**config.mk**
```make
export PLATFORM = sky130hd
export DESIGN_NAME = dmr_top
export DESIGN_NICKNAME = d
export VERILOG_FILES = /design/src/dmr_pkg.sv /design/src/dmr_cfg_if.sv /design/src/dmr_regs.sv /design/src/dmr_ctrl.sv /design/src/dmr_compare.sv /design/src/dmr_checkpoint.sv /design/src/dmr_top.sv
export SDC_FILE = /design/constraint.sdc
export NUM_CORES = 1
export LEC_CHECK = 0
export BUFFER_PORTS_ARGS = -buffer_cell sky130_fd_sc_hd__buf_4
export CORE_MARGIN = 2
export CORE_UTILIZATION = 40
export CTS_BUF_LIST = sky130_fd_sc_hd__clkbuf_4
export CTS_CLUSTER_DIAMETER = 30
export DETAILED_ROUTE_END_ITERATION = 7
export SLEW_MARGIN = 15
export SYNTH_ARGS = -nofsm -noshare
export SYNTH_HDL_FRONTEND = slang
export SYNTH_SLANG_ARGS = --single-unit
```
**constraint.sdc**
```tcl
create_clock -name clk_i -period 2.4 [get_ports clk_i]
set_clock_uncertainty 0.2 [all_clocks]
set_input_delay 0.12 -clock clk_i [delete_from_list [all_inputs] [get_ports clk_i]]
set_output_delay 0.12 -clock clk_i [all_outputs]
set_load 0.01 [all_outputs]
```
**src/dmr_pkg.sv**
```systemverilog
package dmr_pkg;

  // Width of a register value and of a host bus word
  localparam int unsigned DataWidth = 32;

  // Width of a core register index, up to 32 shadow entries
  localparam int unsigned RegAddrWidth = 5;

  // Bit positions inside REG_CTRL
  localparam int unsigned CtrlEnableBit = 0;
  localparam int unsigned CtrlRapidBit  = 1;
  localparam int unsigned CtrlForceBit  = 2;

  // Lockstep mode of the core pair
  typedef enum logic [1:0] {
    NON_DMR     = 2'd0,
    DMR_RUN     = 2'd1,
    DMR_RESTORE = 2'd2
  } dmr_mode_e;

  // State of the checkpoint replay engine
  typedef enum logic [1:0] {
    REC_IDLE   = 2'd0,
    REC_REPLAY = 2'd1,
    REC_DONE   = 2'd2
  } rec_state_e;

  // Register map of the host bus
  // REG_CTRL holds enable, rapid recovery and force recovery
  // REG_STATUS is read only, mode in bits 1:0
  // REG_MISMATCH is a read only count, any write clears it
  typedef enum logic [1:0] {
    REG_CTRL     = 2'd0,
    REG_STATUS   = 2'd1,
    REG_MISMATCH = 2'd2
  } reg_addr_e;

endpackage

```
**src/dmr_cfg_if.sv**
```systemverilog
interface dmr_cfg_if;
  import dmr_pkg::*;

  // Control bits from the register block
  logic dmr_enable;
  logic rapid_recovery;
  logic force_recovery;

  // Current lockstep mode, shown in REG_STATUS
  dmr_mode_e mode;

  // Single cycle pulse once a forced recovery is taken
  logic force_clear;

  // Single cycle pulse per detected mismatch
  logic mismatch_incr;

  // Register block side
  modport regs (
    output dmr_enable, rapid_recovery, force_recovery,
    input  mode, force_clear, mismatch_incr
  );

  // Lockstep FSM side
  modport ctrl (
    input  dmr_enable, rapid_recovery, force_recovery,
    output mode, force_clear, mismatch_incr
  );

endinterface

```
**src/dmr_regs.sv**
```systemverilog
module dmr_regs #(
  parameter bit RapidRecovery = 1'b1
) (
  input  logic                          clk_i,
  input  logic                          rst_ni,
  // Four-phase host bus
  input  logic                          reg_req_i,
  input  logic                          reg_we_i,
  input  dmr_pkg::reg_addr_e            reg_addr_i,
  input  logic [dmr_pkg::DataWidth-1:0] reg_wdata_i,
  output logic                          reg_ack_o,
  output logic [dmr_pkg::DataWidth-1:0] reg_rdata_o,
  // Configuration and status towards the FSM
  dmr_cfg_if.regs                       cfg
);
  import dmr_pkg::*;

  // Handshake states of the bus slave
  typedef enum logic {
    ACK_IDLE = 1'b0,
    ACK_HOLD = 1'b1
  } ack_state_e;

  ack_state_e           ack_q;
  logic                 access;
  logic                 wr_ctrl;
  logic                 wr_mismatch;
  logic                 dmr_enable_q;
  logic                 rapid_q;
  logic                 force_q;
  logic [DataWidth-1:0] mismatch_cnt_q;
  logic [DataWidth-1:0] rdata_d;
  logic [DataWidth-1:0] rdata_q;

  // A request is served on the edge where ack rises
  assign access      = (ack_q == ACK_IDLE) && reg_req_i;
  assign wr_ctrl     = access && reg_we_i && (reg_addr_i == REG_CTRL);
  assign wr_mismatch = access && reg_we_i && (reg_addr_i == REG_MISMATCH);

  // Ack rises after req is seen, falls after req drops
  always_ff @(posedge clk_i or negedge rst_ni) begin
    if (!rst_ni) begin
      ack_q <= ACK_IDLE;
    end else if (ack_q == ACK_IDLE) begin
      if (reg_req_i) begin
        ack_q <= ACK_HOLD;
      end
    end else if (!reg_req_i) begin
      ack_q <= ACK_IDLE;
    end
  end

  assign reg_ack_o = (ack_q == ACK_HOLD);

  // Read mux
  always_comb begin
    rdata_d = '0;
    case (reg_addr_i)
      REG_CTRL: begin
        rdata_d[CtrlEnableBit] = dmr_enable_q;
        rdata_d[CtrlRapidBit]  = rapid_q;
        rdata_d[CtrlForceBit]  = force_q;
      end
      REG_STATUS:   rdata_d[1:0] = cfg.mode;
      REG_MISMATCH: rdata_d      = mismatch_cnt_q;
      default:      rdata_d      = '0;
    endcase
  end

  // Read data held stable while ack is high
  always_ff @(posedge clk_i or negedge rst_ni) begin
    if (!rst_ni) begin
      rdata_q <= '0;
    end else if (access) begin
      rdata_q <= rdata_d;
    end
  end

  assign reg_rdata_o = rdata_q;

  // Control bits, a host write wins over the FSM clear
  always_ff @(posedge clk_i or negedge rst_ni) begin
    if (!rst_ni) begin
      dmr_enable_q <= 1'b0;
      rapid_q      <= 1'b0;
      force_q      <= 1'b0;
    end else begin
      if (cfg.force_clear) begin
        force_q <= 1'b0;
      end
      if (wr_ctrl) begin
        dmr_enable_q <= reg_wdata_i[CtrlEnableBit];
        // Tied low when the hardware has no rapid recovery
        rapid_q      <= reg_wdata_i[CtrlRapidBit] & RapidRecovery;
        force_q      <= reg_wdata_i[CtrlForceBit];
      end
    end
  end

  // Saturating mismatch counter
  always_ff @(posedge clk_i or negedge rst_ni) begin
    if (!rst_ni) begin
      mismatch_cnt_q <= '0;
    end else if (wr_mismatch) begin
      mismatch_cnt_q <= '0;
    end else if (cfg.mismatch_incr && (mismatch_cnt_q != '1)) begin
      mismatch_cnt_q <= mismatch_cnt_q + DataWidth'(1);
    end
  end

  assign cfg.dmr_enable     = dmr_enable_q;
  assign cfg.rapid_recovery = rapid_q;
  assign cfg.force_recovery = force_q;

endmodule

```
**src/dmr_ctrl.sv**
```systemverilog
module dmr_ctrl #(
  parameter bit RapidRecovery = 1'b1
) (
  input  logic    clk_i,
  input  logic    rst_ni,
  // Configuration and status from the register block
  dmr_cfg_if.ctrl cfg,
  // Core pair state
  input  logic    fetch_en_i,
  input  logic    cores_synch_i,
  // Comparator result
  input  logic    error_i,
  output logic    compare_en_o,
  // Checkpoint handshake
  output logic    recovery_req_o,
  input  logic    recovery_done_i,
  // Towards the cores and software
  output logic    setback_o,
  output logic    sw_resynch_req_o,
  output logic    grp_in_independent_o
);
  import dmr_pkg::*;

  dmr_mode_e mode_d;
  dmr_mode_e mode_q;
  logic      rapid_en;

  // Rapid recovery needs both the hardware option and the register bit
  assign rapid_en = cfg.rapid_recovery && RapidRecovery;

  always_comb begin
    mode_d            = mode_q;
    sw_resynch_req_o  = 1'b0;
    cfg.force_clear   = 1'b0;
    cfg.mismatch_incr = 1'b0;

    case (mode_q)
      DMR_RUN: begin
        // Software asked for a recovery without a mismatch
        if (cfg.force_recovery && rapid_en) begin
          mode_d          = DMR_RESTORE;
          cfg.force_clear = 1'b1;
        end
        // Mismatch, counted on either path
        if (error_i) begin
          cfg.mismatch_incr = 1'b1;
          if (rapid_en) begin
            mode_d = DMR_RESTORE;
          end else begin
            sw_resynch_req_o = 1'b1;
          end
        end
      end

      DMR_RESTORE: begin
        // Back to lockstep once the replay has ended
        if (recovery_done_i) begin
          mode_d = DMR_RUN;
        end
      end

      default: begin
        mode_d = mode_q;
      end
    endcase

    // Before the cores fetch, mode simply follows the enable bit
    if (!fetch_en_i) begin
      mode_d = cfg.dmr_enable ? DMR_RUN : NON_DMR;
    end

    // Splitting the pair is allowed at any time
    if ((mode_q == DMR_RUN) && !cfg.dmr_enable) begin
      mode_d = NON_DMR;
    end

    // Joining needs the cores to report they are in step
    if ((mode_q == NON_DMR) && cores_synch_i && cfg.dmr_enable) begin
      mode_d = DMR_RUN;
    end
  end

  always_ff @(posedge clk_i or negedge rst_ni) begin
    if (!rst_ni) begin
      mode_q <= NON_DMR;
    end else begin
      mode_q <= mode_d;
    end
  end

  assign cfg.mode = mode_q;

  // Writebacks are only checked in lockstep
  assign compare_en_o = (mode_q == DMR_RUN);

  // Cores held while the shadow file is replayed
  assign recovery_req_o       = (mode_q == DMR_RESTORE);
  assign setback_o            = (mode_q == DMR_RESTORE);
  assign grp_in_independent_o = (mode_q == NON_DMR);

endmodule

```
**src/dmr_compare.sv**
```systemverilog
module dmr_compare (
  input  logic                             clk_i,
  input  logic                             rst_ni,
  input  logic                             compare_en_i,
  // Writeback of core a
  input  logic                             a_wb_valid_i,
  input  logic [dmr_pkg::RegAddrWidth-1:0] a_wb_addr_i,
  input  logic [dmr_pkg::DataWidth-1:0]    a_wb_data_i,
  // Writeback of core b
  input  logic                             b_wb_valid_i,
  input  logic [dmr_pkg::RegAddrWidth-1:0] b_wb_addr_i,
  input  logic [dmr_pkg::DataWidth-1:0]    b_wb_data_i,
  // Registered result
  output logic                             error_o,
  output logic                             commit_valid_o,
  output logic [dmr_pkg::RegAddrWidth-1:0] commit_addr_o,
  output logic [dmr_pkg::DataWidth-1:0]    commit_data_o
);

  logic both_valid;
  logic same_payload;
  logic agree;
  logic mismatch;

  assign both_valid   = a_wb_valid_i && b_wb_valid_i;
  assign same_payload = (a_wb_addr_i == b_wb_addr_i) && (a_wb_data_i == b_wb_data_i);
  assign agree        = both_valid && same_payload;

  // One-sided valid also counts as a mismatch
  assign mismatch = (a_wb_valid_i != b_wb_valid_i) || (both_valid && !same_payload);

  // Strobes, only while the pair runs in lockstep
  always_ff @(posedge clk_i or negedge rst_ni) begin
    if (!rst_ni) begin
      error_o        <= 1'b0;
      commit_valid_o <= 1'b0;
    end else begin
      error_o        <= compare_en_i && mismatch;
      commit_valid_o <= compare_en_i && agree;
    end
  end

  // Committed payload, core a taken as both agree
  always_ff @(posedge clk_i) begin
    if (agree) begin
      commit_addr_o <= a_wb_addr_i;
      commit_data_o <= a_wb_data_i;
    end
  end

endmodule

```
**src/dmr_checkpoint.sv**
```systemverilog
module dmr_checkpoint #(
  parameter int unsigned NumRegs = 8
) (
  input  logic                             clk_i,
  input  logic                             rst_ni,
  // Agreed writebacks from the comparator
  input  logic                             commit_valid_i,
  input  logic [dmr_pkg::RegAddrWidth-1:0] commit_addr_i,
  input  logic [dmr_pkg::DataWidth-1:0]    commit_data_i,
  // Replay handshake with the FSM
  input  logic                             recovery_req_i,
  output logic                             recovery_done_o,
  // Replay stream towards the cores
  output logic                             restore_valid_o,
  output logic [dmr_pkg::RegAddrWidth-1:0] restore_addr_o,
  output logic [dmr_pkg::DataWidth-1:0]    restore_data_o
);
  import dmr_pkg::*;

  // Bits needed to select a shadow entry
  localparam int unsigned IdxWidth = (NumRegs > 1) ? $clog2(NumRegs) : 1;

  logic [DataWidth-1:0]    shadow_q [NumRegs];
  rec_state_e              state_q;
  logic [RegAddrWidth-1:0] idx_q;
  logic                    last_entry;
  logic                    commit_hit;

  // Entries beyond the shadow file are dropped
  assign commit_hit = commit_valid_i && (32'(commit_addr_i) < NumRegs);
  assign last_entry = (idx_q == RegAddrWidth'(NumRegs - 1));

  // Shadow register file
  always_ff @(posedge clk_i or negedge rst_ni) begin
    if (!rst_ni) begin
      for (int i = 0; i < NumRegs; i++) begin
        shadow_q[i] <= '0;
      end
    end else if (commit_hit) begin
      shadow_q[commit_addr_i[IdxWidth-1:0]] <= commit_data_i;
    end
  end

  // Replay engine, one entry per cycle from index 0
  always_ff @(posedge clk_i or negedge rst_ni) begin
    if (!rst_ni) begin
      state_q <= REC_IDLE;
      idx_q   <= '0;
    end else begin
      case (state_q)
        REC_IDLE: begin
          if (recovery_req_i) begin
            state_q <= REC_REPLAY;
            idx_q   <= '0;
          end
        end
        REC_REPLAY: begin
          if (last_entry) begin
            state_q <= REC_DONE;
          end else begin
            idx_q <= idx_q + RegAddrWidth'(1);
          end
        end
        // Done lasts a single cycle
        REC_DONE: state_q <= REC_IDLE;
        default:  state_q <= REC_IDLE;
      endcase
    end
  end

  assign restore_valid_o = (state_q == REC_REPLAY);
  assign restore_addr_o  = idx_q;
  assign restore_data_o  = shadow_q[idx_q[IdxWidth-1:0]];
  assign recovery_done_o = (state_q == REC_DONE);

endmodule

```
**src/dmr_top.sv**
```systemverilog
module dmr_top #(
  parameter int unsigned NumRegs       = 8,
  parameter bit          RapidRecovery = 1'b1
) (
  input  logic                             clk_i,
  input  logic                             rst_ni,
  // Host register bus
  input  logic                             reg_req_i,
  input  logic                             reg_we_i,
  input  dmr_pkg::reg_addr_e               reg_addr_i,
  input  logic [dmr_pkg::DataWidth-1:0]    reg_wdata_i,
  output logic                             reg_ack_o,
  output logic [dmr_pkg::DataWidth-1:0]    reg_rdata_o,
  // Core pair state
  input  logic                             fetch_en_i,
  input  logic                             cores_synch_i,
  // Writebacks of both cores
  input  logic                             a_wb_valid_i,
  input  logic [dmr_pkg::RegAddrWidth-1:0] a_wb_addr_i,
  input  logic [dmr_pkg::DataWidth-1:0]    a_wb_data_i,
  input  logic                             b_wb_valid_i,
  input  logic [dmr_pkg::RegAddrWidth-1:0] b_wb_addr_i,
  input  logic [dmr_pkg::DataWidth-1:0]    b_wb_data_i,
  // Lockstep control towards the cores
  output logic                             setback_o,
  output logic                             sw_resynch_req_o,
  output logic                             grp_in_independent_o,
  // Shadow register replay
  output logic                             restore_valid_o,
  output logic [dmr_pkg::RegAddrWidth-1:0] restore_addr_o,
  output logic [dmr_pkg::DataWidth-1:0]    restore_data_o
);
  import dmr_pkg::*;

  logic                    compare_en;
  logic                    error;
  logic                    commit_valid;
  logic [RegAddrWidth-1:0] commit_addr;
  logic [DataWidth-1:0]    commit_data;
  logic                    recovery_req;
  logic                    recovery_done;

  // Config and status between register block and FSM
  dmr_cfg_if cfg ();

  dmr_regs #(
    .RapidRecovery(RapidRecovery)
  ) i_regs (
    .clk_i,
    .rst_ni,
    .reg_req_i,
    .reg_we_i,
    .reg_addr_i,
    .reg_wdata_i,
    .reg_ack_o,
    .reg_rdata_o,
    .cfg         (cfg.regs)
  );

  dmr_ctrl #(
    .RapidRecovery(RapidRecovery)
  ) i_ctrl (
    .clk_i,
    .rst_ni,
    .cfg                 (cfg.ctrl),
    .fetch_en_i,
    .cores_synch_i,
    .error_i             (error),
    .compare_en_o        (compare_en),
    .recovery_req_o      (recovery_req),
    .recovery_done_i     (recovery_done),
    .setback_o,
    .sw_resynch_req_o,
    .grp_in_independent_o
  );

  dmr_compare i_compare (
    .clk_i,
    .rst_ni,
    .compare_en_i  (compare_en),
    .a_wb_valid_i,
    .a_wb_addr_i,
    .a_wb_data_i,
    .b_wb_valid_i,
    .b_wb_addr_i,
    .b_wb_data_i,
    .error_o       (error),
    .commit_valid_o(commit_valid),
    .commit_addr_o (commit_addr),
    .commit_data_o (commit_data)
  );

  dmr_checkpoint #(
    .NumRegs(NumRegs)
  ) i_checkpoint (
    .clk_i,
    .rst_ni,
    .commit_valid_i (commit_valid),
    .commit_addr_i  (commit_addr),
    .commit_data_i  (commit_data),
    .recovery_req_i (recovery_req),
    .recovery_done_o(recovery_done),
    .restore_valid_o,
    .restore_addr_o,
    .restore_data_o
  );

endmodule

```
Word level (Yosys, flattened, before mapping)
Index checks and enable logic that the tools add are counted.

Word-level logic and storage cells: 111. Output and inout port bits: 74. Input bits: 116. Register bits after elaboration: 372.

Order comparisons: 4. Equality and inequality tests: 16. $add $sub $neg: 2. Reduce and logical (&&, ||, !) cells: 29. Muxes and demuxes: 36. Bitwise logic cells: 3.

Operators with widths (number): bitwise mux 256 bit (1); 2-to-1 mux 32 bit (5); binary-select mux 32 bit (select 3 bit) (1); demux 32 bit (select 3 bit) (1); adder 32 x 1 -> 32 bit, second input constant (1); == test 32 bit (1); != test 32 bit, second input constant (1); 2-to-1 mux 29 bit (1); 2-to-1 mux 2 bit (9); logical AND 1 bit (17); 2-to-1 mux 1 bit (11); 2-to-1 mux 5 bit (2); case mux 5 bit (2 select lines) (1); greater-or-equal comparator 4 bit, second input constant (2); inverter 3 -> 4 bit (2); case mux 2 bit (2 select lines) (2); == test 2 x 1 -> 1 bit, second input constant (3); == test 2 bit, second input constant (3); logical NOT 2 bit (3); case mux 2 bit (3 select lines) (1); nonzero test 2 bit (3); adder 5 x 1 -> 5 bit, second input constant (1); == test 5 x 3 -> 1 bit, second input constant (1); == test 5 bit (1); 13 further kinds (16).

Logic depth before layout (Yosys ltp)
Gate-level depths: netlist of run 1.

Depth in word-level cells: 8. Mapped depth: 7. Depth with buffers taken out: 6.

By module
A second synthesis of run 1 with hierarchy kept.

Cells, all modules: 1114. Area total of the unflattened synthesis: 16864.9 um^2.

Modules (own cells, without submodules): dmr_checkpoint (instances 1, area an instance 11930.2 um^2, cells each 700); dmr_regs (instances 1, area an instance 3158.0 um^2, cells each 299); dmr_compare (instances 1, area an instance 1610.3 um^2, cells each 95); dmr_ctrl (instances 1, area an instance 166.4 um^2, cells each 20).

Least setup slack after synthesis of run 1
No wires, ideal clock.

Path kind: register -> register. Start: reg i_regs.mismatch_cnt_q[0]. End: reg i_regs.mismatch_cnt_q[8]. Period minus slack after synthesis: 2.516 ns. Data arrival time: 2.197 ns. Path slack: -0.116 ns. Path buffers: 1. Stages on the path, launching flop included: 8. Path through: dfrtp_1 ha_1 nand4_1 or4_2 o31ai_4 buf_2 nor4_1 o21a_1.

Longest elaborated chain between the ends: 3.

RTL lines: from (decl) (RTL line dmr_regs.sv:31) `logic [DataWidth-1:0] mismatch_cnt_q;`; from (signal assigned) (RTL line dmr_regs.sv:107) `mismatch_cnt_q <= mismatch_cnt_q + DataWidth'(1);`; adder 32 x 1 -> 32 bit or != test 32 bit (tied branches) (RTL line dmr_regs.sv:107, dmr_regs.sv:106); 2-to-1 mux 32 bit or logical AND 1 bit (tied branches) (RTL line dmr_regs.sv:106) `end else if (cfg.mismatch_incr && (mismatch_cnt_q != '1)) begin`; 2-to-1 mux 32 bit or nonzero test 2 bit (tied branches).

Parallel ways exist; a longest one is shown, timed or not. The select of a mux whose other input is x is not followed. A chain may end at the register's enable or synchronous reset.

Worst setup path after layout of run 1
Start: reg i_checkpoint.idx_q[0] (netlist: i_checkpoint.restore_addr_o[0]). End: out restore_data_o[8] (netlist bit).

Longest elaborated chain between the ends: 4.

RTL lines: from (decl) (RTL line dmr_checkpoint.sv:25) `logic [RegAddrWidth-1:0] idx_q;`; from (signal assigned) (RTL line dmr_checkpoint.sv:61) `idx_q <= idx_q + RegAddrWidth'(1);`; inverter 3 -> 4 bit (implied by the code) (RTL line dmr_checkpoint.sv:73) `assign restore_data_o = shadow_q[idx_q[IdxWidth-1:0]];`; binary-select mux 32 bit (select 3 bit) (RTL line dmr_checkpoint.sv:73); 2-to-1 mux 32 bit (implied by the code) (2 in a row) (RTL line dmr_checkpoint.sv:73); to (decl) (RTL line dmr_top.sv:31) `output logic [dmr_pkg::DataWidth-1:0] restore_data_o`.

No other way between the ends. The select of a mux whose other input is x is not followed.

==> results of run 1 <==
## sequential cells by signal, summed over array words and instances, names as in the netlist, 2 cells and up
name,cells
i_compare.commit_addr_o,5
i_checkpoint.shadow_q,256
i_checkpoint.restore_addr_o,5
i_ctrl.cfg.mode,2
i_regs.reg_rdata_o,32
i_checkpoint.state_q,2
i_compare.commit_data_o,32
i_regs.mismatch_cnt_q,32
## layer usage
layer  wire (microns)  vias to the layer above  track usage, %
met5                0                        -               0
met4              970                        0           6.676
met3             2112                       81           4.947
met2            21680                      267           33.89
met1            18740                     5761           25.91
li1                 -                     5151               -
## logic make-up after synthesis
kind of cell	after synthesis	share of synthesized area (%)
adders and majority gates	3	0.2260
AOI/OAI and AO/OA	112	4.716
xor gates and xnor gates	39	2.057
DFF	372	57.16
muxes	359	28.65
and+or+nand+nor	166	5.461
buffers and inverters	71	1.733
## layout by cell type (no fill, tap or decap), types with 4 or more instances in the layout
cell,synthesis,routed
inv_1,10,10
nand2_1,42,42
edfxtp_1,37,37
xor2_1,36,36
buf_6,2,21
clkinv_2,0,5
nand3_1,21,21
mux2i_1,4,4
nor2_1,16,16
nor4_1,14,11
o21a_1,4,4
or4_1,9,9
dlygate4sd3_1,0,114
mux2_4,0,21
dfrtp_1,335,331
a22o_1,30,30
o21ai_0,22,22
buf_12,0,18
or3_1,16,14
buf_4,0,207
o31ai_1,9,9
nor2b_1,8,7
mux4_2,64,64
clkinv_1,0,34
clkbuf_4,0,146
nor3_1,7,7
mux2_2,291,270
nand4_1,10,10
a21oi_1,30,29
## power by group through the flow
stage          logic (mW)  registers (mW)  clock network, mW
2_1_floorplan        1.47            6.89                  0
3_3_place_gp         2.64            7.02                  0
3_5_place_dp         2.66            7.02                  0
4_1_cts              3.04            6.82               5.93
5_1_grt              3.33            6.86               6.32
6_report             3.08            6.83               5.71
## worst max-delay path: stages, from the launching register on
cell     delay, ns
dfrtp_4       0.43
buf_12        0.15
buf_16        0.18
mux4_2        0.52
mux2_2        0.28
buf_4         0.15
## timing repair
| item | in CTS | in global routing |
|---|---|---|
| hold buffers | 109 | 9 |
| cloned | 0 | 4 |
| buffers inserted | 4 | 3 |
| resized for setup | 35 | 20 |
| pin swaps | 0 | 7 |
| setup endpoints to repair | 33 | 74 |
| endpoints found under the hold margin | 477 | 2 |
## how the worst max path moves through the flow
stage          cells past startpoint                     endpoint                            from  slack (ns)
2_1_floorplan                      7    i_regs.mismatch_cnt_q[23]        i_regs.mismatch_cnt_q[5]        0.01
3_3_place_gp                       8  i_compare.commit_data_o[10]                 a_wb_data_i[26]       -0.37
3_5_place_dp                       8   i_compare.commit_data_o[8]                 a_wb_data_i[26]       -0.42
4_1_cts                            5           restore_data_o[28]  i_checkpoint.restore_addr_o[0]       -0.53
5_1_grt                            5            restore_data_o[8]  i_checkpoint.restore_addr_o[0]       -0.57
6_report                           5            restore_data_o[8]  i_checkpoint.restore_addr_o[0]       -0.42
## through the flow
stage	hold slack, ns	power, mW	setup slack, ns	instances
3_3_place_gp	-0.1585	9.659	-0.3670	1834
5_1_grt	0.002973	16.50	-0.5708	2153
4_1_cts	-0.1039	15.79	-0.5267	2137
6_report	0.009066	15.62	-0.4193	2153
3_5_place_dp	-0.1622	9.685	-0.4159	1834
2_1_floorplan	-0.3756	8.357	0.01467	1122
## layout make-up
cell class              count  area [sq um]
repair buffers            366          3437
inverters                  10         37.54
multi-input cells         680          6998
fillers                  3504         18960
clock buffers             146          1096
clock inverters            44         224.0
well taps                 532         665.6
flip-flops and latches    372          9502
diodes                      3         7.507
==> metrics.md, run 1 <==
| Metric | Value |
|---|---|
| Top-area cell type share of the netlist area | `50.47%` |
| Max clock buf depth | `3` |
| Sequential share of the synthesized area | `57.16%` |
| Fmax | `0.3547 GHz` |
| Final Max Tran Viols | `0` |
| Core area | `0.04092 sq mm` |
| I/O pins | `190` |
| Endpoints failing setup | `69` |
| R2r setup slk | `0.10 ns` |
| R2R depth | `6` |
| Worst hold path class | `primary input to flop` |
| CP Class | `flop to output pin` |
| Post-layout nets | `1653` |
| Layout cell share with drive strength beyond 1 | `48.64%` |
| Avg WL per Cell | `20.20 microns` |
| Post-synth top area cell | `dfrtp_1` |
| P_sw | `4.480 mW` |
| Synth area leaders | `dfrtp_1 50%, mux2_2 20%, mux4_2 8.7%` |
| Grt total ovfl | `0` |
| Syn-to-layout area delta | `32.26%` |
| Die Y | `207.8 microns` |
| Clock network fraction of total power | `36.6%` |
| Vias after detailed routing | `11.26k` |
| Min-Delay Path Depth | `7` |
| CP startpoint kind | `flop` |
| Post-route setup slack | `-0.4193 ns` |
| Syn nets | `1241` |
| Cell count after synthesis | `1122` |
| Endpoint class of the critical path | `output pin` |
| DRC viols | `0` |
| Post-synth top cells | `335 x dfrtp_1, 291 x mux2_2, 64 x mux4_2` |
| Mean Syn Cell Area | `14.80 sq um` |
| Root buffer cell | `clkbuf_4` |
| Die Footprint | `0.04317 sq mm` |
| P per Cell Area | `711.3 mW/mm^2` |
| Via density | `5.230` |
| TNS Setup | `-17.59 ns` |
| ANT nets after route | `0` |
| Unrepaired setup endpoints after global routing | `true` |
| Mapped cell area | `0.01661 sq mm` |
| Synth async-reset ratio | `90.05%` |
| Yosys reg bits | `372` |
| Final min period | `2.819 ns` |
| CTS tree | `built` |
| Count leader, synth | `dfrtp_1` |
| Final hold vios | `0` |
| Sw Ratio | `28.67%` |
| DP Area | `0.01909 sq mm` |
| CP Data Required Time | `2.08 ns` |
| Comb pwr share | `19.7%` |
| Number of global-route vias before repair | `12.04k` |
| Failing checks | `negative setup slack` |
| Synth Flop Type | `dfrtp_1` |
| Reg power frac | `43.7%` |
| TritonCTS Sinks | `372` |
| FP Rows | `74` |
| Hold EP | `i_compare.commit_valid_o` |
| Crit Reg-Reg Endpoint | `i_regs.mismatch_cnt_q[21]` |
| Initial DRC Count | `500` |
| Max IR drop VDD | `405.2 uV` |
| Insertion delay to the later sink of the worst-skew pair | `0.82 ns` |
| Actual slew at the worst max-slew pin | `0.5693 ns` |
| Synth warn | `0` |
| Status | `finished with violations` |
| Final Util | `53.68%` |
| Worst Hold Launch | `b_wb_data_i[16]` |
| PortBufs | `160` |
| CTS Buf Count | `104` |
| Placer Congestion | `0.7999` |
| Final instance area | `0.02197 sq mm` |
| CP max FO | `15` |
| Drt pass-1 iters | `4` |
| HPWL after DPL | `26800 microns` |
| Distinct cells, synth | `52` |
| Largest net degree at the start of global routing | `97` |
| First-pass GRT wire length | `68210 microns` |
| Initial antenna violation count | `2` |
| Crit path DAT | `2.50 ns` |
| FF-to-FF Start | `i_regs.mismatch_cnt_q[1]` |
| Leakage | `10.43 nW` |
| Clock transition at the registers of the reported paths | `0.07 ns` |
| Post-Route WL | `43500 microns` |
| DIE WIDTH | `207.8 microns` |
| Max cap viols | `0` |
| H-tree level count | `3` |
| GRT Overall Usage | `20.27%` |
| EDFF count, synth | `37` |
| Pint | `11.14 mW` |
| Worst rel slew slack | `62.05%` |
| Initial cell density of the core | `40.59%` |
| Fin crit share | `117.5%` |
No activity file was read; power rests on OpenSTA's default activity.
==> run 2, diff against run 1 <==
--- a/config.mk
+++ b/config.mk
@@ -11,6 +11,8 @@
 export CTS_BUF_LIST = sky130_fd_sc_hd__clkbuf_4
 export CTS_CLUSTER_DIAMETER = 30
 export DETAILED_ROUTE_END_ITERATION = 7
+export PLACE_DENSITY_LB_ADDON = 0.2
+export SKIP_LAST_GASP = 1
 export SLEW_MARGIN = 15
 export SYNTH_ARGS = -nofsm -noshare
 export SYNTH_HDL_FRONTEND = slang
==> metrics.md, run 2 (synthesis gave the netlist of run 1 again) <==
| Metric | Value |
|---|---|
| Status | `finished with violations (unchanged)` |
| Failing checks | `negative setup slack (unchanged)` |
| CP Data Required Time | `2.08 ns (about the same)` |
| Max cap viols | `0 (unchanged)` |
| Register with the most flip-flops | `i_checkpoint.shadow_q (unchanged)` |
| Placer Congestion | `0.7745 (was 0.7999)` |
| GRT Overall Usage | `20.84% (was 20.27%)` |
| Flip-flop count of the largest register after layout | `256 (unchanged)` |
| Final Max Tran Viols | `0 (unchanged)` |
| Initial cell density of the core | `40.59% (unchanged)` |
| Fmax | `0.3533 GHz (was 0.3547 GHz)` |
| Endpoints failing setup | `32 (was 69)` |
| Worst rel slew slack | `53.00% (was 62.05%)` |
| TNS Setup | `-12.58 ns (was -17.59 ns)` |
| CP Class | `flop to output pin (unchanged)` |
| Vias after detailed routing | `11.34k (was 11.26k)` |
| FP Rows | `74 (unchanged)` |
| Leakage | `10.46 nW (was 10.43 nW)` |
| Max IR drop VDD | `525.1 uV (was 405.2 uV)` |
| Min-Delay Path Depth | `8 (was 7)` |
| Drt pass-1 iters | `4 (unchanged)` |
| PortBufs | `160 (unchanged)` |
| H-tree level count | `3 (unchanged)` |
| Final hold vios | `0 (unchanged)` |
| DIE WIDTH | `207.8 microns (unchanged)` |
| Worst Hold Launch | `b_wb_data_i[28] (was b_wb_data_i[16])` |
| R2R depth | `5 (was 6)` |
| Crit path DAT | `2.51 ns (was 2.50 ns)` |
| Crit Reg-Reg Endpoint | `i_regs.mismatch_cnt_q[21] (unchanged)` |
| Clock transition at the registers of the reported paths | `0.06 ns (was 0.07 ns)` |
| HPWL after DPL | `27410 microns (was 26800 microns)` |
| Syn-to-layout area delta | `32.53% (was 32.26%)` |
| Die Footprint | `0.04317 sq mm (unchanged)` |
| Fin crit share | `117.9% (was 117.5%)` |
| P per Cell Area | `724.3 mW/mm^2 (was 711.3 mW/mm^2)` |
| CP startpoint kind | `flop (unchanged)` |
| Core area | `0.04092 sq mm (unchanged)` |
| Insertion delay to the later sink of the worst-skew pair | `0.80 ns (was 0.82 ns)` |
| R2r setup slk | `0.10 ns (about the same)` |
| Most common library cell in the layout ignoring fill and taps | `dfrtp_1 (unchanged)` |
| Grt total ovfl | `0 (unchanged)` |
| TritonCTS Sinks | `372 (unchanged)` |
| Unrepaired setup endpoints after global routing | `true (unchanged)` |
| Final min period | `2.831 ns (was 2.819 ns)` |
| CTS tree | `built (unchanged)` |
| Initial antenna violation count | `1 (was 2)` |
| Number of global-route vias before repair | `12.27k (was 12.04k)` |
| Initial DRC Count | `475 (was 500)` |
| Post-Route WL | `44380 microns (was 43500 microns)` |
| I/O pins | `190 (unchanged)` |
| Die Y | `207.8 microns (unchanged)` |
| ANT nets after route | `0 (unchanged)` |
| DP Area | `0.01909 sq mm (about the same)` |
| Avg WL per Cell | `20.60 microns (was 20.20 microns)` |
| Post-layout nets | `1660 (was 1653)` |
| Layout cell share with drive strength beyond 1 | `49.60% (was 48.64%)` |
| CP max FO | `8 (was 15)` |
| Final instance area | `0.02201 sq mm (was 0.02197 sq mm)` |
| Max clock buf depth | `3 (unchanged)` |
| Hold EP | `i_compare.error_o (was i_compare.commit_valid_o)` |
| Root buffer cell | `clkbuf_4 (unchanged)` |
| FF-to-FF Start | `i_regs.mismatch_cnt_q[14] (was i_regs.mismatch_cnt_q[1])` |
| Largest net degree at the start of global routing | `77 (was 97)` |
| First-pass GRT wire length | `69720 microns (was 68210 microns)` |
| Worst hold path class | `primary input to flop (unchanged)` |
| Post-route setup slack | `-0.4306 ns (was -0.4193 ns)` |
| Via density | `5.264 (was 5.230)` |
| DRC viols | `0 (unchanged)` |
| CTS Buf Count | `104 (unchanged)` |
| Endpoint class of the critical path | `output pin (unchanged)` |
| Actual slew at the worst max-slew pin | `0.7026 ns (was 0.5693 ns)` |
| Most frequent cells in the layout | `332 x dfrtp_1, 261 x mux2_2, 213 x buf_4, 156 x clkbuf_4, 111 x dlygate4sd3_1 (was 331 x dfrtp_1, 270 x mux2_2, 207 x buf_4, 146 x clkbuf_4, 114 x dlygate4sd3_1)` |
## run 2: changes by cell type in the layout (fill, tap and decap cells not counted), moves of 4 or more
cell      delta
buf_6        +7
buf_12       -5
clkbuf_4    +10
mux2_2       -9
buf_16       +4
clkinv_1    -15
mux2_4       +9
buf_4        +6
## run 2: worst max path at each step
stage                                               from                           to  depth (start not counted)
final                     i_checkpoint.restore_addr_o[0]            restore_data_o[1]                          5
after global routing      i_checkpoint.restore_addr_o[0]           restore_data_o[27]                          5
after CTS                 i_checkpoint.restore_addr_o[0]            restore_data_o[1]                          5
after detailed placement                  b_wb_data_i[0]  i_compare.commit_data_o[28]                          7
after global placement                    b_wb_data_i[0]  i_compare.commit_data_o[28]                          7
after floorplan                 i_regs.mismatch_cnt_q[5]    i_regs.mismatch_cnt_q[23]                          7
## run 2: through the flow
stage               hold WS (ns)  utilization [%]  setup WS [ns]  total power [mW]  cells
floorplan                -0.3756                -        0.01467             8.357   1122
global placement        -0.05349            46.65        -0.2747             9.619   1840
detailed placement      -0.03976            46.65        -0.2914             9.653   1840
CTS                     0.001629            53.67        -0.5353             16.20   2150
global route             0.03760            53.79        -0.5552             16.76   2154
finish                   0.07808            53.79        -0.4306             15.94   2154
## run 2: worst max-delay path, stage by stage (launching register included)
cell and delay [ns]:
dfrtp_4 0.47, buf_4 0.14, buf_12 0.13, mux4_2 0.51, mux2_4 0.32, buf_4 0.15
## run 2: metal layers
layer  GRT usage, %  share of wire [%]  vias to the layer above
met5              0                  0                        -
met4          8.780                3.0                        0
met3          4.977                5.6                       80
met2          33.68                 49                      296
met1          26.93                 43                     5814
li1               -                  -                     5148
## run 2: cell type report
cell class / count / area [sq um]
fillers: 3492 / 18910
flip-flops and latches: 372 / 9500
multi-input cells: 680 / 6993
repair buffers: 373 / 3481
clock buffers: 156 / 1171
well taps: 532 / 665.6
clock inverters: 30 / 161.4
inverters: 10 / 37.54
diodes: 1 / 2.502
## run 2: timing repair
item / in CTS / in global routing
hold buffers: 111 / 0
setup endpoints to repair: 32 / 92
gates resized for setup: 66 / 5
hold endpoints to repair: 481 / 0
gates cloned: 5 / 1
setup buffers: 9 / 2
pin swaps: 0 / 2
## run 2: where the power goes
group | switching, mW | leakage [nW] | internal [mW] | total (mW)
clock network | 2.67 | 0.794 | 3.07 | 5.74
registers | 0.223 | 4.96 | 6.57 | 6.80
logic | 1.68 | 4.71 | 1.73 | 3.41
total | 4.58 | 10.5 | 11.4 | 15.9
==> run 3, diff against run 2 <==
--- a/config.mk
+++ b/config.mk
@@ -12,6 +12,7 @@
 export CTS_CLUSTER_DIAMETER = 30
 export DETAILED_ROUTE_END_ITERATION = 7
 export PLACE_DENSITY_LB_ADDON = 0.2
+export RECOVER_POWER = 25
 export SKIP_LAST_GASP = 1
 export SLEW_MARGIN = 15
 export SYNTH_ARGS = -nofsm -noshare
==> constraint.sdc (replaced) <==
create_clock -name clk_i -period 2.4 [get_ports clk_i]
set_clock_uncertainty 0.2 [all_clocks]
set_input_delay 0.36 -clock clk_i [delete_from_list [all_inputs] [get_ports clk_i]]
set_output_delay 0.36 -clock clk_i [all_outputs]
set_load 0.01 [all_outputs]
==> metrics.md, run 3 (synthesis gave the netlist of run 1 again) <==
| Metric | Value |
|---|---|
| Grt total ovfl | `0 (unchanged)` |
| Most common library cell in the layout ignoring fill and taps | `dfrtp_1 (unchanged)` |
| Die Y | `207.8 microns (unchanged)` |
| Vias after detailed routing | `11.22k (was 11.34k)` |
| Actual slew at the worst max-slew pin | `1.025 ns (was 0.7026 ns)` |
| Worst Hold Launch | `a_wb_data_i[5] (was b_wb_data_i[28])` |
| Register with the most flip-flops | `i_checkpoint.shadow_q (unchanged)` |
| Layout cell share with drive strength beyond 1 | `49.84% (was 49.60%)` |
| Initial antenna violation count | `2 (was 1)` |
| Total power | `16.26 mW (was 15.94 mW)` |
| Die Footprint | `0.04317 sq mm (unchanged)` |
| GRT Overall Usage | `20.30% (was 20.84%)` |
| CP Data Required Time | `1.84 ns (was 2.08 ns)` |
| FF-to-FF Start | `i_regs.mismatch_cnt_q[1] (was i_regs.mismatch_cnt_q[14])` |
| Cells after DPL | `1841 (was 1840)` |
| TritonCTS Sinks | `372 (unchanged)` |
| Number of global-route vias before repair | `11.77k (was 12.27k)` |
| Failing checks | `negative setup slack (unchanged)` |
| Post-layout nets | `1610 (was 1660)` |
| R2R depth | `7 (was 5)` |
| Post-Route WL | `43250 microns (was 44380 microns)` |
| Initial DRC Count | `524 (was 475)` |
| Placer Congestion | `0.7766 (was 0.7745)` |
| Max cap viols | `0 (unchanged)` |
| Fmax | `0.3241 GHz (was 0.3533 GHz)` |
| Unrepaired setup endpoints after global routing | `true (unchanged)` |
| Max clock buf depth | `3 (unchanged)` |
| Worst rel slew slack | `31.65% (was 53.00%)` |
| Endpoint class of the critical path | `output pin (unchanged)` |
| FP Rows | `74 (unchanged)` |
| ANT nets after route | `0 (unchanged)` |
| CTS tree | `built (unchanged)` |
| Endpoints failing setup | `59 (was 32)` |
| CP max FO | `12 (was 8)` |
| Final Max Tran Viols | `0 (unchanged)` |
| Crit path DAT | `2.53 ns (was 2.51 ns)` |
| Fin crit share | `128.6% (was 117.9%)` |
| Status | `finished with violations (unchanged)` |
| Final non-filler cell total | `2113 (was 2154)` |
| Initial cell density of the core | `40.59% (unchanged)` |
| R2r setup slk | `0.06 ns (was 0.10 ns)` |
| HPWL after DPL | `27190 microns (was 27410 microns)` |
| Final min period | `3.085 ns (was 2.831 ns)` |
| DRC viols | `0 (unchanged)` |
| Drt pass-1 iters | `5 (was 4)` |
| I/O pins | `190 (unchanged)` |
| Most frequent cells in the layout | `330 x dfrtp_1, 284 x mux2_2, 185 x buf_4, 159 x clkbuf_4, 64 x mux4_2 (was 332 x dfrtp_1, 261 x mux2_2, 213 x buf_4, 156 x clkbuf_4, 111 x dlygate4sd3_1)` |
| Core area | `0.04092 sq mm (unchanged)` |
| Worst stage delay on the critical path | `0.51 ns (about the same)` |
| Leakage | `10.17 nW (was 10.46 nW)` |
| PortBufs | `160 (unchanged)` |
| Min-Delay Path Depth | `2 (was 8)` |
| Via density | `5.311 (was 5.264)` |
| Crit path from | `i_checkpoint.restore_addr_o[0] (unchanged)` |
| H-tree level count | `3 (unchanged)` |
| Setup WS pre-CTS | `-0.1897 ns (was -0.2914 ns)` |
| Post-route setup slack | `-0.6854 ns (was -0.4306 ns)` |
| CP startpoint kind | `flop (unchanged)` |
| Critical-path top delay cell | `mux4_2 (unchanged)` |
| Clock transition at the registers of the reported paths | `0.06 ns (about the same)` |
| Final hold vios | `0 (unchanged)` |
| Final Util | `52.22% (was 53.79%)` |
| First-pass GRT wire length | `67540 microns (was 69720 microns)` |
| Worst hold path class | `primary input to flop (unchanged)` |
| CP Cell Sequence | `buf_12 > buf_16 > mux4_2 > mux2_2 > buf_4 (was buf_4 > buf_12 > mux4_2 > mux2_4 > buf_4)` |
| CTS Buf Count | `105 (was 104)` |
| Avg WL per Cell | `20.47 microns (was 20.60 microns)` |
| Max IR drop VDD | `590.4 uV (was 525.1 uV)` |
| Largest net degree at the start of global routing | `63 (was 77)` |
| Root buffer cell | `clkbuf_4 (unchanged)` |
| P per Cell Area | `760.9 mW/mm^2 (was 724.3 mW/mm^2)` |
| Flip-flop count of the largest register after layout | `256 (unchanged)` |
| CP Class | `flop to output pin (unchanged)` |
| Insertion delay to the later sink of the worst-skew pair | `0.84 ns (was 0.80 ns)` |
| DIE WIDTH | `207.8 microns (unchanged)` |
| Syn-to-layout area delta | `28.67% (was 32.53%)` |
## run 3: area by class of cell
type	instances	area [sq um]
Clock inverter	44	385.4
Timing Repair Buffer	323	2733
Multi-Input combinational cell	679	6919
Fill cell	3592	19550
Antenna cell	4	10.01
Sequential cell	372	9503
Tap cell	532	665.6
Clock buffer	149	1119
Inverter	10	37.54
## run 3: where the power goes
part           switching [mW]  leakage (nW)  total [mW]  internal, mW
sequential              0.234          4.96        6.81          6.57
clock                    2.81         0.883        6.46          3.65
combinational            1.52          4.33        3.00          1.48
total                    4.57          10.2        16.3          11.7
## run 3: worst max-delay path, delay by kind of cell (launching register included)
| kind | cells | cell delay, ns |
|---|---|---|
| muxes | 2 | 0.82 |
| buffers and inverters | 3 | 0.47 |
| DFF | 1 | 0.42 |
## run 3: what timing repair did
item / in CTS / in global routing
resized for setup: 10 / 25
pin swaps: 2 / 4
setup buffers: 6 / 7
endpoints found under the hold margin: 444 / 0
setup endpoints to repair: 37 / 43
hold buffers: 63 / 0
## run 3: final timing paths
kind | end
min | i_compare.commit_data_o[5]
max | restore_data_o[23]
min in group asynchronous | i_regs.mismatch_cnt_q[19]
max in group asynchronous | i_checkpoint.shadow_q[159]
max reg2reg | i_regs.mismatch_cnt_q[27]
min reg2reg | i_checkpoint.shadow_q[162]
## run 3: routing by layer
layer	part of all wire [%]	vias up	track usage, %
met5	0	-	0
met4	1.9	0	6.407
met3	5.8	62	5.537
met2	50	313	33.65
met1	42	5784	25.93
li1	-	5063	-
## run 3: through the flow
stage          cell area, sq um  hold slack, ns  setup TNS (ns)
2_1_floorplan             16630         -0.1356               0
3_3_place_gp              19170          0.1527          -5.222
3_5_place_dp              19170          0.1570          -6.905
4_1_cts                   21410        0.002662          -23.64
5_1_grt                   21370         0.01886          -30.90
6_report                  21370          0.1112          -21.13
